===== src/rtl/io_map_pkg.sv =====
// ========================================
// I/O read address map
// ========================================

package io_map_pkg;

    // ========================================
    // Data path widths
    // ========================================

    localparam int word_width = 16;       // one data word.
    localparam int addr_width = 10;       // covers the full 1024 word RAM.

    // ========================================
    // Read port window
    // ========================================

    localparam int port_count      = 4;   // external read ports.
    localparam int port_addr_width = 2;   // bits needed to index a port.

    // The window sits at the very top of the address space and shadows the RAM there.
    localparam logic [addr_width-1:0] port_base_addr = 1020;

    localparam int read_latency = 2;      // address in to data out, in cycles.

endpackage


===== src/rtl/io_types_pkg.sv =====
// ========================================
// I/O read shared types
// ========================================

package io_types_pkg;

    typedef logic [io_map_pkg::word_width-1:0] word_t;             // a data word.
    typedef logic [io_map_pkg::addr_width-1:0] addr_t;             // a read or write address.
    typedef logic [io_map_pkg::port_addr_width-1:0] port_index_t;  // a port number.
    typedef logic [io_map_pkg::port_count-1:0] port_mask_t;        // one bit per port.

    // Where a read takes its word from.
    typedef enum logic {
        source_ram = 1'b0,  // local data RAM.
        source_io  = 1'b1   // one of the external read ports.
    } read_source_e;

endpackage


===== src/rtl/read_req_if.sv =====
// ========================================
// Decoded read request
// ========================================

interface read_req_if;
    import io_types_pkg::*;

    logic         valid;     // a read was accepted on the last edge.
    read_source_e source;    // RAM or port read.
    port_index_t  port;      // addressed port inside the window.
    addr_t        ram_addr;  // raw address of the read.
    logic         gated;     // io_ready was low when the address came in.

    // Decode fills the request on the edge it accepts the read.
    modport decode (
        output valid,
        output source,
        output port,
        output ram_addr,
        output gated
    );

    // Select turns it into a strobe and a word in the following cycle.
    modport select (
        input valid,
        input source,
        input port,
        input ram_addr,
        input gated
    );

endinterface


===== src/rtl/read_port_decode.sv =====
// ========================================
// Read address decode
// ========================================

module read_port_decode (
    input  logic                    clock,
    input  logic                    rst_n,
    input  logic                    read_valid,
    input  io_types_pkg::addr_t     read_addr,
    input  logic                    io_ready,
    input  io_types_pkg::port_mask_t port_full,
    output logic                    port_ready_masked,
    read_req_if.decode              req
);
    import io_map_pkg::*;
    import io_types_pkg::*;

    logic        in_window;
    port_index_t port_index;

    // ========================================
    // Window decode
    // ========================================

    // The window is aligned to port_count, so only the upper bits need comparing.
    assign in_window = (read_addr[addr_width-1:port_addr_width] ==
                        port_base_addr[addr_width-1:port_addr_width]);

    assign port_index = read_addr[port_addr_width-1:0];  // low bits pick the port.

    // Outside the window a read never waits, so the flag reads as ready.
    always_comb begin
        if (in_window) begin
            port_ready_masked = port_full[port_index];
        end else begin
            port_ready_masked = 1'b1;
        end
    end

    // ========================================
    // Request register
    // ========================================

    always_ff @(posedge clock) begin
        if (!rst_n) begin
            req.valid <= 1'b0;
        end else begin
            req.valid <= read_valid;  // one request per accepted read.
        end
    end

    always_ff @(posedge clock) begin
        if (in_window) begin
            req.source <= source_io;
        end else begin
            req.source <= source_ram;
        end
        req.port     <= port_index;
        req.ram_addr <= read_addr;
        req.gated    <= !io_ready;    // the scheduler held this read back.
    end

endmodule


===== src/flat_wrapper.sv =====
// flat-port wrapper written by rule: the top's interface ports become plain ports
module read_port_decode_flat import io_map_pkg::*; import io_types_pkg::*;
  (clock, rst_n, read_valid, read_addr, io_ready, port_full, port_ready_masked, req_valid, req_source, req_port, req_ram_addr, req_gated);
  read_req_if req_i ();
  input  logic clock;
  input  logic rst_n;
  input  logic read_valid;
  input  io_types_pkg::addr_t read_addr;
  input  logic io_ready;
  input  io_types_pkg::port_mask_t port_full;
  output logic port_ready_masked;
  output wire logic [$bits(req_i.valid)-1:0] req_valid;
  output wire logic [$bits(req_i.source)-1:0] req_source;
  output wire logic [$bits(req_i.port)-1:0] req_port;
  output wire logic [$bits(req_i.ram_addr)-1:0] req_ram_addr;
  output wire logic [$bits(req_i.gated)-1:0] req_gated;
  assign req_valid = req_i.valid;
  assign req_source = req_i.source;
  assign req_port = req_i.port;
  assign req_ram_addr = req_i.ram_addr;
  assign req_gated = req_i.gated;
  read_port_decode u_core (.clock(clock), .rst_n(rst_n), .read_valid(read_valid), .read_addr(read_addr), .io_ready(io_ready), .port_full(port_full), .port_ready_masked(port_ready_masked), .req(req_i));
endmodule

===== config.mk =====
export PLATFORM = sky130hd
export DESIGN_NAME = read_port_decode_flat
export DESIGN_NICKNAME = d
export VERILOG_FILES = /design/src/rtl/io_map_pkg.sv /design/src/rtl/io_types_pkg.sv /design/src/rtl/read_req_if.sv /design/src/rtl/read_port_decode.sv /design/src/flat_wrapper.sv
export SDC_FILE = /design/constraint.sdc
export NUM_CORES = 1
export LEC_CHECK = 0
export BUFFER_PORTS_ARGS = -buffer_cell sky130_fd_sc_hd__buf_2
export CAP_MARGIN = 0
export CORE_AREA = 2 2 39 41
export CTS_CLUSTER_SIZE = 25
export DETAILED_ROUTE_END_ITERATION = 12
export DIE_AREA = 0 0 41 43
export PLACE_DENSITY = 0.62
export SLEW_MARGIN = 20
export SYNTH_ARGS = -nofsm -noshare
export SYNTH_HDL_FRONTEND = slang
export SYNTH_SLANG_ARGS = --single-unit

===== constraint.sdc =====
create_clock -name clock -period 1.75 [get_ports clock]
set_clock_uncertainty 0.2 [all_clocks]
set_input_delay 0.35 -clock clock [delete_from_list [all_inputs] [get_ports clock]]
set_output_delay 0.35 -clock clock [all_outputs]
set_load 0.02 [all_outputs]

## Word-level counts from Yosys, hierarchy flattened

Cells that the tools add are included.
Widths: inputs -> output; s select.

| operators by class | value |
|---|---|
| reduce and logical (&&, ||, !) cells | 1 |
| mux-type cells | 4 |
| equal/unequal tests | 1 |
| order comparisons | 1 |

Operator list:

| kind | number |
|---|---|
| $eq 8x8->1 const B | 1 |
| $lt 2x3->1 const B | 1 |
| $mux 1 | 3 |
| $bmux 1 s2 | 1 |
| $logic_not 1->1 | 1 |

| word-level totals | value |
|---|---|
| flip-flop bits (word level) | 15 |
| input port bits | 18 |
| output and inout bits | 16 |

## Longest topological paths before layout

Gate-level depths: netlist (run 1).

| logic depth | value |
|---|---|
| depth in word-level cells | 3 |
| mapped depth | 2 |
| mapped depth without buffers | 2 |

## Worst setup path after synthesis (run 1)

No wires, ideal clock.

| timing path | value |
|---|---|
| path kind | input port to output port |
| start point | input read_addr[0] |
| end point | output port_ready_masked |
| path slack | -0.016 ns |
| arrival | 1.216 ns |
| required time | 1.200 ns |
| buffers on the path | 0 |
| cell stages on the path | 2 |
| cell sequence | mux4_2 -> or3_1 |

| between the ends | value |
|---|---|
| cells in the longest elaborated chain, start to end | 3 |

Ends and longest elaborated chain:

| item | RTL line | text |
|---|---|---|
| start: declaration | flat_wrapper.sv:8 | `input io_types_pkg::addr_t read_addr;` |
| $bmux 1 s2 | read_port_decode.sv:34 | `port_ready_masked = port_full[port_index];` |
| $mux 1 (not written as such) | read_port_decode.sv:34 |  |
| $mux 1 | read_port_decode.sv:33 | `if (in_window) begin` |
| end: declaration | flat_wrapper.sv:11 | `output logic port_ready_masked;` |

No other way between the ends. The select of a mux whose other input is x is not followed.

## Worst setup path in the final report (run 1)

Same ends and word-level chain as after synthesis.

==> results.md, run 1 <==
- Status: finished with violations
- Failing checks: negative setup slack
- Design area: 644 um^2
- CP most frequent cell: buf_6
- Gr usage total: 9.81%
- Root Buffer Master: clkbuf_4
- Worst min-delay path class: in -> reg
- Largest area contributor in the netlist: dfxtp_1
- Pin count of the biggest net entering global routing: 8
- Vias per cell: 3.94
- Initial antenna violation count: 0
- Die Y: 43 um
- Max-slew violations: 0
- DRT Wirelength: 881 um
- Seq/Total Area, Yosys: 78.8%
- Main combinational cell family by area after synthesis: simple AND/OR/NAND/NOR gates
- Layout cell share with drive strength beyond 1: 56.7%
- Global-route wire length before repair: 1.07 mm
- FF+latch count, synth: 13
- Core ar.: 1380 um^2
- Post-DRT Antenna Nets: 0
- LEAKAGE: 0.321 nW
- Setup TNS Final: -0.188 ns
- Syn Inst Count: 22
- Chip width: 41 um
- Critical path's slowest cell: mux4_2
- Worst-Margin Slew: 0.111 ns
- Fillers: 143
- Area Overhead vs Synth: 95.1%
- Max Clk Rate: 516 MHz
- DP Worst Slack: -0.245 ns
- # Max-Cap Violations: 0
- Synth Area in XOR/XNOR: 0%
- WP data arrival: 1.39 ns
- Post-DP Area: 505 um^2
- Post-synthesis adder-cell area fraction: 0%
- Final setup viols: 1
- Worst VDD drop: 0.000446 V
- Number of remaining DRC errors: 0
- Vias in the first global route: 303
- Top Family by Delay on Critical Path: multiplexers
- Relative slew slack: 92.6%
- Critical path type: in -> out
- RSZ-0062 raised after global routing: yes
- Pwr dens: 886 nW/um^2
- Crit Path Max Fanout: 2
- GR Layer Usage met2: 14.7%
- Via count: 327
- CP max stage delay: 0.48 ns
- Top cell type's share of synthesized area: 78.8%
- DR pass1 iterations: 2
- Routing usage on met1: 8.55%
- Mux contribution to synthesized area: 6.82%
- Initial drt markers: 2
- Gpl congestion: 0.647
- Hold Violations, Final: 0
- CP endpoint kind: output port
- Footprint of the multi-input gates: 56.3 um^2
- Crit path time final: 1.94 ns
- WL/cell: 10.6 um
- # IOs: 34
- Synth top area cells: dfxtp_1, mux4_2, buf_4
- Row count: 14
- Register area: 260 um^2
- WHS: 0.0274 ns
- Synth warn: 0
- Most frequent cells in the layout: buf_2, dfxtp_1, dlygate4sd3_1, clkbuf_4
- Final worst-path cycle share: 111%
- Max H-tree Level: 1
- Busiest grt layer: met2
- # diodes: 0
- Mapped Area: 330 um^2
- Global route overflow: 0
- CTS tree: yes
- Startpoint types: primary input
- Die area: 1760 um^2
- WP data required: 1.20 ns
- Syn Area/Cell: 15.0 um^2
- Worst path cell trace: buf_6 -> mux4_2 -> or3_4 -> buf_6
- Simple-gate portion of the synthesized area: 8.71%
- Final nets: 86
- Synth Area in Compound Gates: 0%
- Setup ws final: -0.188 ns
- Syn_nets: 40
- Starting Density: 23.9%
- M3 GR Usage: 6.28%
- Count of different cell masters after synthesis: 8
- Clock buffer depth: 2
- CTS buffer count: 3
- Clock transition at the registers of the reported paths: 0.07 ns
- Clk sinks: 13
- Buf/Inv on CP: 2
- Leading cell type in the layout, fill and taps excluded: buf_2
- PortBufs: 33
## Yosys cell counts
cell	number
dfxtp_1	13
nor2_1	1
inv_1	1
nand4_1	2
buf_4	2
and2_1	1
or3_1	1
mux4_2	1
## registers in the layout, indices dropped and copies added, names as in the netlist
| register | count |
|---|---|
| u_core.req.ram_addr | 9 |
| u_core.req.gated | 1 |
| u_core.req.port | 1 |
| u_core.req.source | 1 |
| u_core.req.valid | 1 |
## metrics by stage
stage          power (mW)  instances  util [%]
6_report            0.571         83      46.6
5_1_grt             0.607         83      46.6
4_1_cts             0.579         81      45.1
3_5_place_dp        0.388         69      36.5
3_3_place_gp        0.387         69      36.5
2_1_floorplan       0.354         22         -
## layer usage
metal | up-vias | share of wire [%]
met5 | - | 0
met3 | 0 | 17
li1 | 162 | -
met1 | 131 | 42
met4 | 0 | 0
met2 | 34 | 41
## worst paths after layout
| kind | startpoint | to | slack [ns] | depth (start not counted) |
|---|---|---|---|---|
| setup / recovery | read_addr[0] | port_ready_masked | -0.19 | 4 |
| hold / removal | io_ready | u_core.req.gated | 0.03 | 2 |
## final cells by class
| type | instances | share of cell area (%) |
|---|---|---|
| repair buffers | 43 | 43.1 |
| well taps | 16 | 3.11 |
| flip-flops and latches | 13 | 40.4 |
| multi-input cells | 6 | 8.74 |
| clock buffers | 4 | 4.08 |
| inverters | 1 | 0.583 |
## power by group
part           total [mW]  switching, mW  internal (mW)
sequential          0.314        0.00391          0.310
combinational      0.0854         0.0400         0.0454
clock               0.171         0.0831         0.0880
total               0.571          0.127          0.444
## cells by family (layout without fill, tap and decap cells)
family	after synthesis	count (layout)
flip-flops	13	13
multiplexers	1	1
AND/OR/NAND/NOR	5	5
buffers and inverters	3	48
## what timing repair did
item | in CTS | in global routing
setup buffers | 0 | 0
hold endpoints to repair | 9 | 2
resized for setup | 3 | 0
hold buffers | 8 | 2
endpoints found under the setup margin | 1 | 1
Power figures use the tool's default switching activity.
==> run 2: changes to the inputs <==
--- a/config.mk
+++ b/config.mk
@@ -11,7 +11,7 @@
 export CTS_CLUSTER_SIZE = 25
 export DETAILED_ROUTE_END_ITERATION = 12
 export DIE_AREA = 0 0 41 43
-export PLACE_DENSITY = 0.62
+export PLACE_DENSITY = 0.63
 export SLEW_MARGIN = 20
 export SYNTH_ARGS = -nofsm -noshare
 export SYNTH_HDL_FRONTEND = slang
==> results.md, run 2 (synthesized netlist as in run 1, its figures left out) <==
- Worst-Margin Slew: 0.114 ns (was 0.111 ns)
- # diodes: 0 (unchanged)
- Post-DP Area: 505 um^2 (unchanged)
- PortBufs: 33 (unchanged)
- Gpl congestion: 0.647 (about the same)
- Failing checks: negative setup slack (unchanged)
- WP data required: 1.20 ns (about the same)
- Most flop-heavy register: u_core.req.ram_addr (unchanged)
- Leading cell type in the layout, fill and taps excluded: buf_2 (unchanged)
- Relative slew slack: 92.4% (was 92.6%)
- Die area: 1760 um^2 (unchanged)
- Max Clk Rate: 520 MHz (was 516 MHz)
- Max-slew violations: 0 (unchanged)
- Vias in the first global route: 298 (was 303)
- Hold_sp: io_ready (unchanged)
- # Max-Cap Violations: 0 (unchanged)
- Startpoint types: primary input (unchanged)
- Final setup viols: 1 (unchanged)
- Hold Crit Depth: 2 (unchanged)
- CTS tree: yes (unchanged)
- Hold Violations, Final: 0 (unchanged)
- Chip width: 41 um (unchanged)
- Final nets: 86 (unchanged)
- Fillers: 136 (was 143)
- Core ar.: 1380 um^2 (unchanged)
- DP Worst Slack: -0.235 ns (was -0.245 ns)
- Hold Path End: u_core.req.gated (unchanged)
- Design area: 654 um^2 (was 644 um^2)
- Worst VDD drop: 0.000375 V (was 0.000446 V)
- Starting Density: 23.9% (unchanged)
- Root Buffer Master: clkbuf_4 (unchanged)
- Setup TNS Final: -0.172 ns (was -0.188 ns)
- DR pass1 iterations: 2 (unchanged)
- # IOs: 34 (unchanged)
- Global route overflow: 0 (unchanged)
- WP data arrival: 1.37 ns (was 1.39 ns)
- Initial drt markers: 1 (was 2)
- Gr usage total: 9.89% (was 9.81%)
- Layout cell share with drive strength beyond 1: 56.7% (unchanged)
- Global-route wire length before repair: 1.10 mm (was 1.07 mm)
- Most frequent cells in the layout: buf_2, dfxtp_1, dlygate4sd3_1, clkbuf_4 (unchanged)
- Post-DRT Antenna Nets: 0 (unchanged)
- Pwr dens: 883 nW/um^2 (was 886 nW/um^2)
- Via count: 320 (was 327)
- DRT Wirelength: 789 um (was 881 um)
- RSZ-0062 raised after global routing: yes (unchanged)
- Row count: 14 (unchanged)
- Crit Path Max Fanout: 2 (unchanged)
- Max reg flops: 9 (unchanged)
- Clk sinks: 13 (unchanged)
- Max H-tree Level: 1 (unchanged)
- Clock buffer depth: 2 (unchanged)
- Footprint of the multi-input gates: 56.3 um^2 (unchanged)
- Register area: 260 um^2 (unchanged)
- Pin count of the biggest net entering global routing: 8 (unchanged)
- LEAKAGE: 0.324 nW (was 0.321 nW)
- Die Y: 43 um (unchanged)
- Setup ws final: -0.172 ns (was -0.188 ns)
- WHS: 0.0223 ns (was 0.0274 ns)
- CTS buffer count: 3 (unchanged)
- Worst min-delay path class: in -> reg (unchanged)
- Number of remaining DRC errors: 0 (unchanged)
- CP endpoint kind: output port (unchanged)
- Area Overhead vs Synth: 98.1% (was 95.1%)
- Critical path type: in -> out (unchanged)
- Crit path time final: 1.92 ns (was 1.94 ns)
- WL/cell: 9.51 um (was 10.6 um)
- Initial antenna violation count: 0 (unchanged)
- Status: finished with violations (unchanged)
- Clock transition at the registers of the reported paths: 0.07 ns (about the same)
- Final worst-path cycle share: 110% (was 111%)
- Vias per cell: 3.86 (was 3.94)
[run 2: worst max-delay path by stage]
stage                       from  slack, ns           endpoint  cells past startpoint
floorplan           read_addr[0]       0.02  port_ready_masked                      2
global placement    read_addr[0]      -0.24  port_ready_masked                      4
detailed placement  read_addr[0]      -0.24  port_ready_masked                      4
CTS                 read_addr[0]      -0.18  port_ready_masked                      4
global route        read_addr[0]      -0.21  port_ready_masked                      4
finish              read_addr[0]      -0.17  port_ready_masked                      4
[run 2: per-stage QoR]
step / util [%] / std cells / total power, mW
after floorplan: - / 22 / 0.354
after global placement: 36.5 / 69 / 0.387
after detailed placement: 36.5 / 69 / 0.388
after CTS: 45.8 / 82 / 0.584
after global routing: 47.3 / 83 / 0.609
final: 47.3 / 83 / 0.578
[run 2: where the power goes]
part	switching, mW	internal, mW
Combinational	0.0394	0.0477
Sequential	0.00337	0.310
Clock	0.0891	0.0881
[run 2: area by class of cell]
cell class | instances | share of cell area, %
Timing Repair Buffer | 43 | 44.0
Sequential cell | 13 | 39.8
Multi-Input combinational cell | 6 | 8.60
Clock buffer | 4 | 4.02
Tap cell | 16 | 3.06
Inverter | 1 | 0.574
[run 2: timing repair]
item / CTS / global route
hold buffers: 9 / 1
setup buffers: 0 / 0
endpoints found under the hold margin: 9 / 1
gates resized for setup: 3 / 2
setup endpoints to repair: 1 / 1
[run 2: metal layers]
layer | part of all wire [%] | up-vias | routed length [um] | global-route usage, %
met2 | 41 | 32 | 321 | 15.9
met3 | 20 | 2 | 156 | 4.71
met1 | 39 | 124 | 305 | 9.48
met4 | 0.76 | 0 | 6 | 6.00
met5 | 0 | - | 0 | 0
li1 | - | 162 | - | -
[run 2: worst max-delay path: stages]
cell and delay [ns]:
buf_8 0.07, mux4_2 0.48, or3_4 0.34, buf_6 0.14
==> run 3: changes to the inputs <==
--- a/config.mk
+++ b/config.mk
@@ -5,13 +5,15 @@
 export SDC_FILE = /design/constraint.sdc
 export NUM_CORES = 1
 export LEC_CHECK = 0
+export ABC_AREA = 1
 export BUFFER_PORTS_ARGS = -buffer_cell sky130_fd_sc_hd__buf_2
 export CAP_MARGIN = 0
 export CORE_AREA = 2 2 39 41
 export CTS_CLUSTER_SIZE = 25
 export DETAILED_ROUTE_END_ITERATION = 12
 export DIE_AREA = 0 0 41 43
-export PLACE_DENSITY = 0.63
+export PLACE_DENSITY = 0.66
+export RECOVER_POWER = 25
 export SLEW_MARGIN = 20
 export SYNTH_ARGS = -nofsm -noshare
 export SYNTH_HDL_FRONTEND = slang
==> results.md, run 3 <==
- Status: complete, no violations (was finished with violations)
- Most frequent cells after synthesis: dfxtp_1, nand2_1, inv_1, buf_4, nand3_1 (was dfxtp_1, buf_4, nand4_1)
- Post-DRT Antenna Nets: 0 (unchanged)
- Vias per cell: 3.73 (was 3.86)
- Gpl congestion: 0.539 (was 0.647)
- Via count: 369 (was 320)
- EDFF count, synth: 0 (unchanged)
- Top cell type's share of synthesized area: 70.3% (was 78.8%)
- Max H-tree Level: 1 (unchanged)
- LEAKAGE: 0.372 nW (was 0.324 nW)
- Relative slew slack: 89.8% (was 92.4%)
- Inst Count DP: 86 (was 69)
- Final setup viols: 0 (was 1)
- Most flop-heavy register: u_core.req.ram_addr (unchanged)
- DR pass1 iterations: 2 (unchanged)
- Seq/Total Area, Yosys: 70.3% (was 78.8%)
- Area Overhead vs Synth: 76.0% (was 98.1%)
- Row count: 14 (unchanged)
- Setup TNS Final: 0 ns (was -0.172 ns)
- CTS buffer count: 3 (unchanged)
- Die area: 1760 um^2 (unchanged)
- Max reg flops: 9 (unchanged)
- Clock buffer depth: 2 (unchanged)
- Chip width: 41 um (unchanged)
- CP endpoint kind: output port (unchanged)
- Leading cell type in the layout, fill and taps excluded: buf_2 (unchanged)
- Most frequent cells in the layout: buf_2, nand2_1, dfxtp_1, dlygate4sd3_1, inv_1 (was buf_2, dfxtp_1, dlygate4sd3_1, clkbuf_4)
- Worst VDD drop: 0.000420 V (was 0.000375 V)
- Fillers: 158 (was 136)
- Global-route wire length before repair: 1.14 mm (was 1.10 mm)
- Final Total Pwr: 0.574 mW (was 0.578 mW)
- Global route overflow: 0 (unchanged)
- Clk sinks: 13 (unchanged)
- Critical path type: in -> out (unchanged)
- Finished Layout Cells: 99 (was 83)
- WP data arrival: 0.94 ns (was 1.37 ns)
- Top FF cell, synth: dfxtp_1 (unchanged)
- Syn_nets: 57 (was 40)
- Largest area contributor in the netlist: dfxtp_1 (unchanged)
- Die Y: 43 um (unchanged)
- Startpoint types: primary input (unchanged)
- Vias in the first global route: 345 (was 298)
- Crit path time final: 1.49 ns (was 1.92 ns)
- Worst-Margin Slew: 0.153 ns (was 0.114 ns)
- Pwr dens: 880 nW/um^2 (was 883 nW/um^2)
- Number of remaining DRC errors: 0 (unchanged)
- Hold Violations, Final: 0 (unchanged)
- Max-slew violations: 0 (unchanged)
- WP data required: 1.20 ns (about the same)
- Initial drt markers: 1 (unchanged)
- Critical path's slowest cell: buf_2 (was mux4_2)
- Synth top area cells: dfxtp_1, nand2_1, inv_1 (was dfxtp_1, mux4_2, buf_4)
- Clock transition at the registers of the reported paths: 0.07 ns (about the same)
- Gr usage total: 9.96% (was 9.89%)
- # IOs: 34 (unchanged)
- # Max-Cap Violations: 0 (unchanged)
- Asr flop ratio synth: 0% (unchanged)
- CP max stage delay: 0.15 ns (was 0.48 ns)
- Final nets: 102 (was 86)
- Worst min-delay path class: in -> reg (unchanged)
- Worst path cell trace: clkbuf_1 -> inv_1 -> nand2_1 -> nand3_1 -> nand2_1 -> nand2_1 -> buf_2 (was buf_8 -> mux4_2 -> or3_4 -> buf_6)
- CTS tree: yes (unchanged)
- Synth warn: 0 (unchanged)
- Final worst-path cycle share: 85.0% (was 110%)
- Max Clk Rate: 672 MHz (was 520 MHz)
- DRT Wirelength: 701 um (was 789 um)
- FF+latch count, synth: 13 (unchanged)
- Core ar.: 1380 um^2 (unchanged)
- Pin count of the biggest net entering global routing: 8 (unchanged)
- Starting Density: 26.8% (was 23.9%)
- # diodes: 0 (unchanged)
- Post-DP Area: 541 um^2 (was 505 um^2)
- Mapped Area: 370 um^2 (was 330 um^2)
- Count of different cell masters after synthesis: 6 (was 8)
- Syn Area/Cell: 9.50 um^2 (was 15.0 um^2)
- Design area: 652 um^2 (was 654 um^2)
- CP most frequent cell: nand2_1
- WHS: 0.0249 ns (was 0.0223 ns)
- Root Buffer Master: clkbuf_4 (unchanged)
- WL/cell: 7.08 um (was 9.51 um)
- Crit Path Max Fanout: 4 (was 2)
- Post_cts resized: 0 (was 3)
- Syn Inst Count: 39 (was 22)
- PortBufs: 33 (unchanged)
- Hpwl dp: 542 um
- RSZ-0062 raised after global routing: no (was yes)
- Layout cell share with drive strength beyond 1: 41.0% (was 56.7%)
- Initial antenna violation count: 0 (unchanged)
run 3: cell types whose count changed after synthesis, sizes merged:
cell	delta
and2	-1
inv	+7
mux4	-1
nand2	+13
nand3	+2
nand4	-2
or3	-1
run 3: path summary, 6_finish.rpt:
path    startpoint           endpoint  cells after the start
max   read_addr[0]  port_ready_masked                      7
min       io_ready   u_core.req.gated                      2
run 3: stage by stage:
step / setup slack, ns / utilization [%]
floorplan: 0.485 / -
global placement: 0.303 / 39.1
detailed placement: 0.290 / 39.1
CTS: 0.293 / 47.5
global route: 0.148 / 47.1
finish: 0.263 / 47.1
run 3: logic make-up (layout without fill, tap and decap cells):
kind of cell / Yosys count / count (layout) / share of synthesized area, %
and+or+nand+nor: 16 / 16 / 17.6
DFF: 13 / 13 / 70.3
buffers and inverters: 10 / 54 / 12.2
run 3: power breakdown:
| part | total [mW] | internal, mW | switching, mW |
|---|---|---|---|
| Sequential | 0.313 | 0.310 | 0.00295 |
| Clock | 0.175 | 0.0881 | 0.0870 |
| Combinational | 0.0856 | 0.0421 | 0.0435 |
run 3: layer usage:
layer / part of all wire (%) / up-vias / GRT usage [%] / routed length [um]
li1: - / 197 / - / -
met1: 36 / 155 / 8.74 / 249
met2: 53 / 17 / 15.9 / 370
met3: 12 / 0 / 4.71 / 81
met4: 0 / 0 / 8.00 / 0
met5: 0 / - / 0 / 0
run 3: cell type report:
type	instances	area [um^2]	share of cell area, %
repair buffers	42	253	38.8
clock buffers	4	26.3	4.03
inverters	8	30.0	4.61
multi-input cells	16	62.6	9.60
well taps	16	20.0	3.07
flip-flops and latches	13	260	39.9
run 3: timing repair:
| item | CTS | global route |
|---|---|---|
| hold buffers | 9 | 0 |
| endpoints found under the hold margin | 9 | 0 |
| setup buffers | 0 | 0 |
| setup endpoints to repair | 0 | 0 |
run 3: worst max-delay path: cells and delay by family:
family	cells	cell delay, ns
simple gates	4	0.23
buf+inv	3	0.36
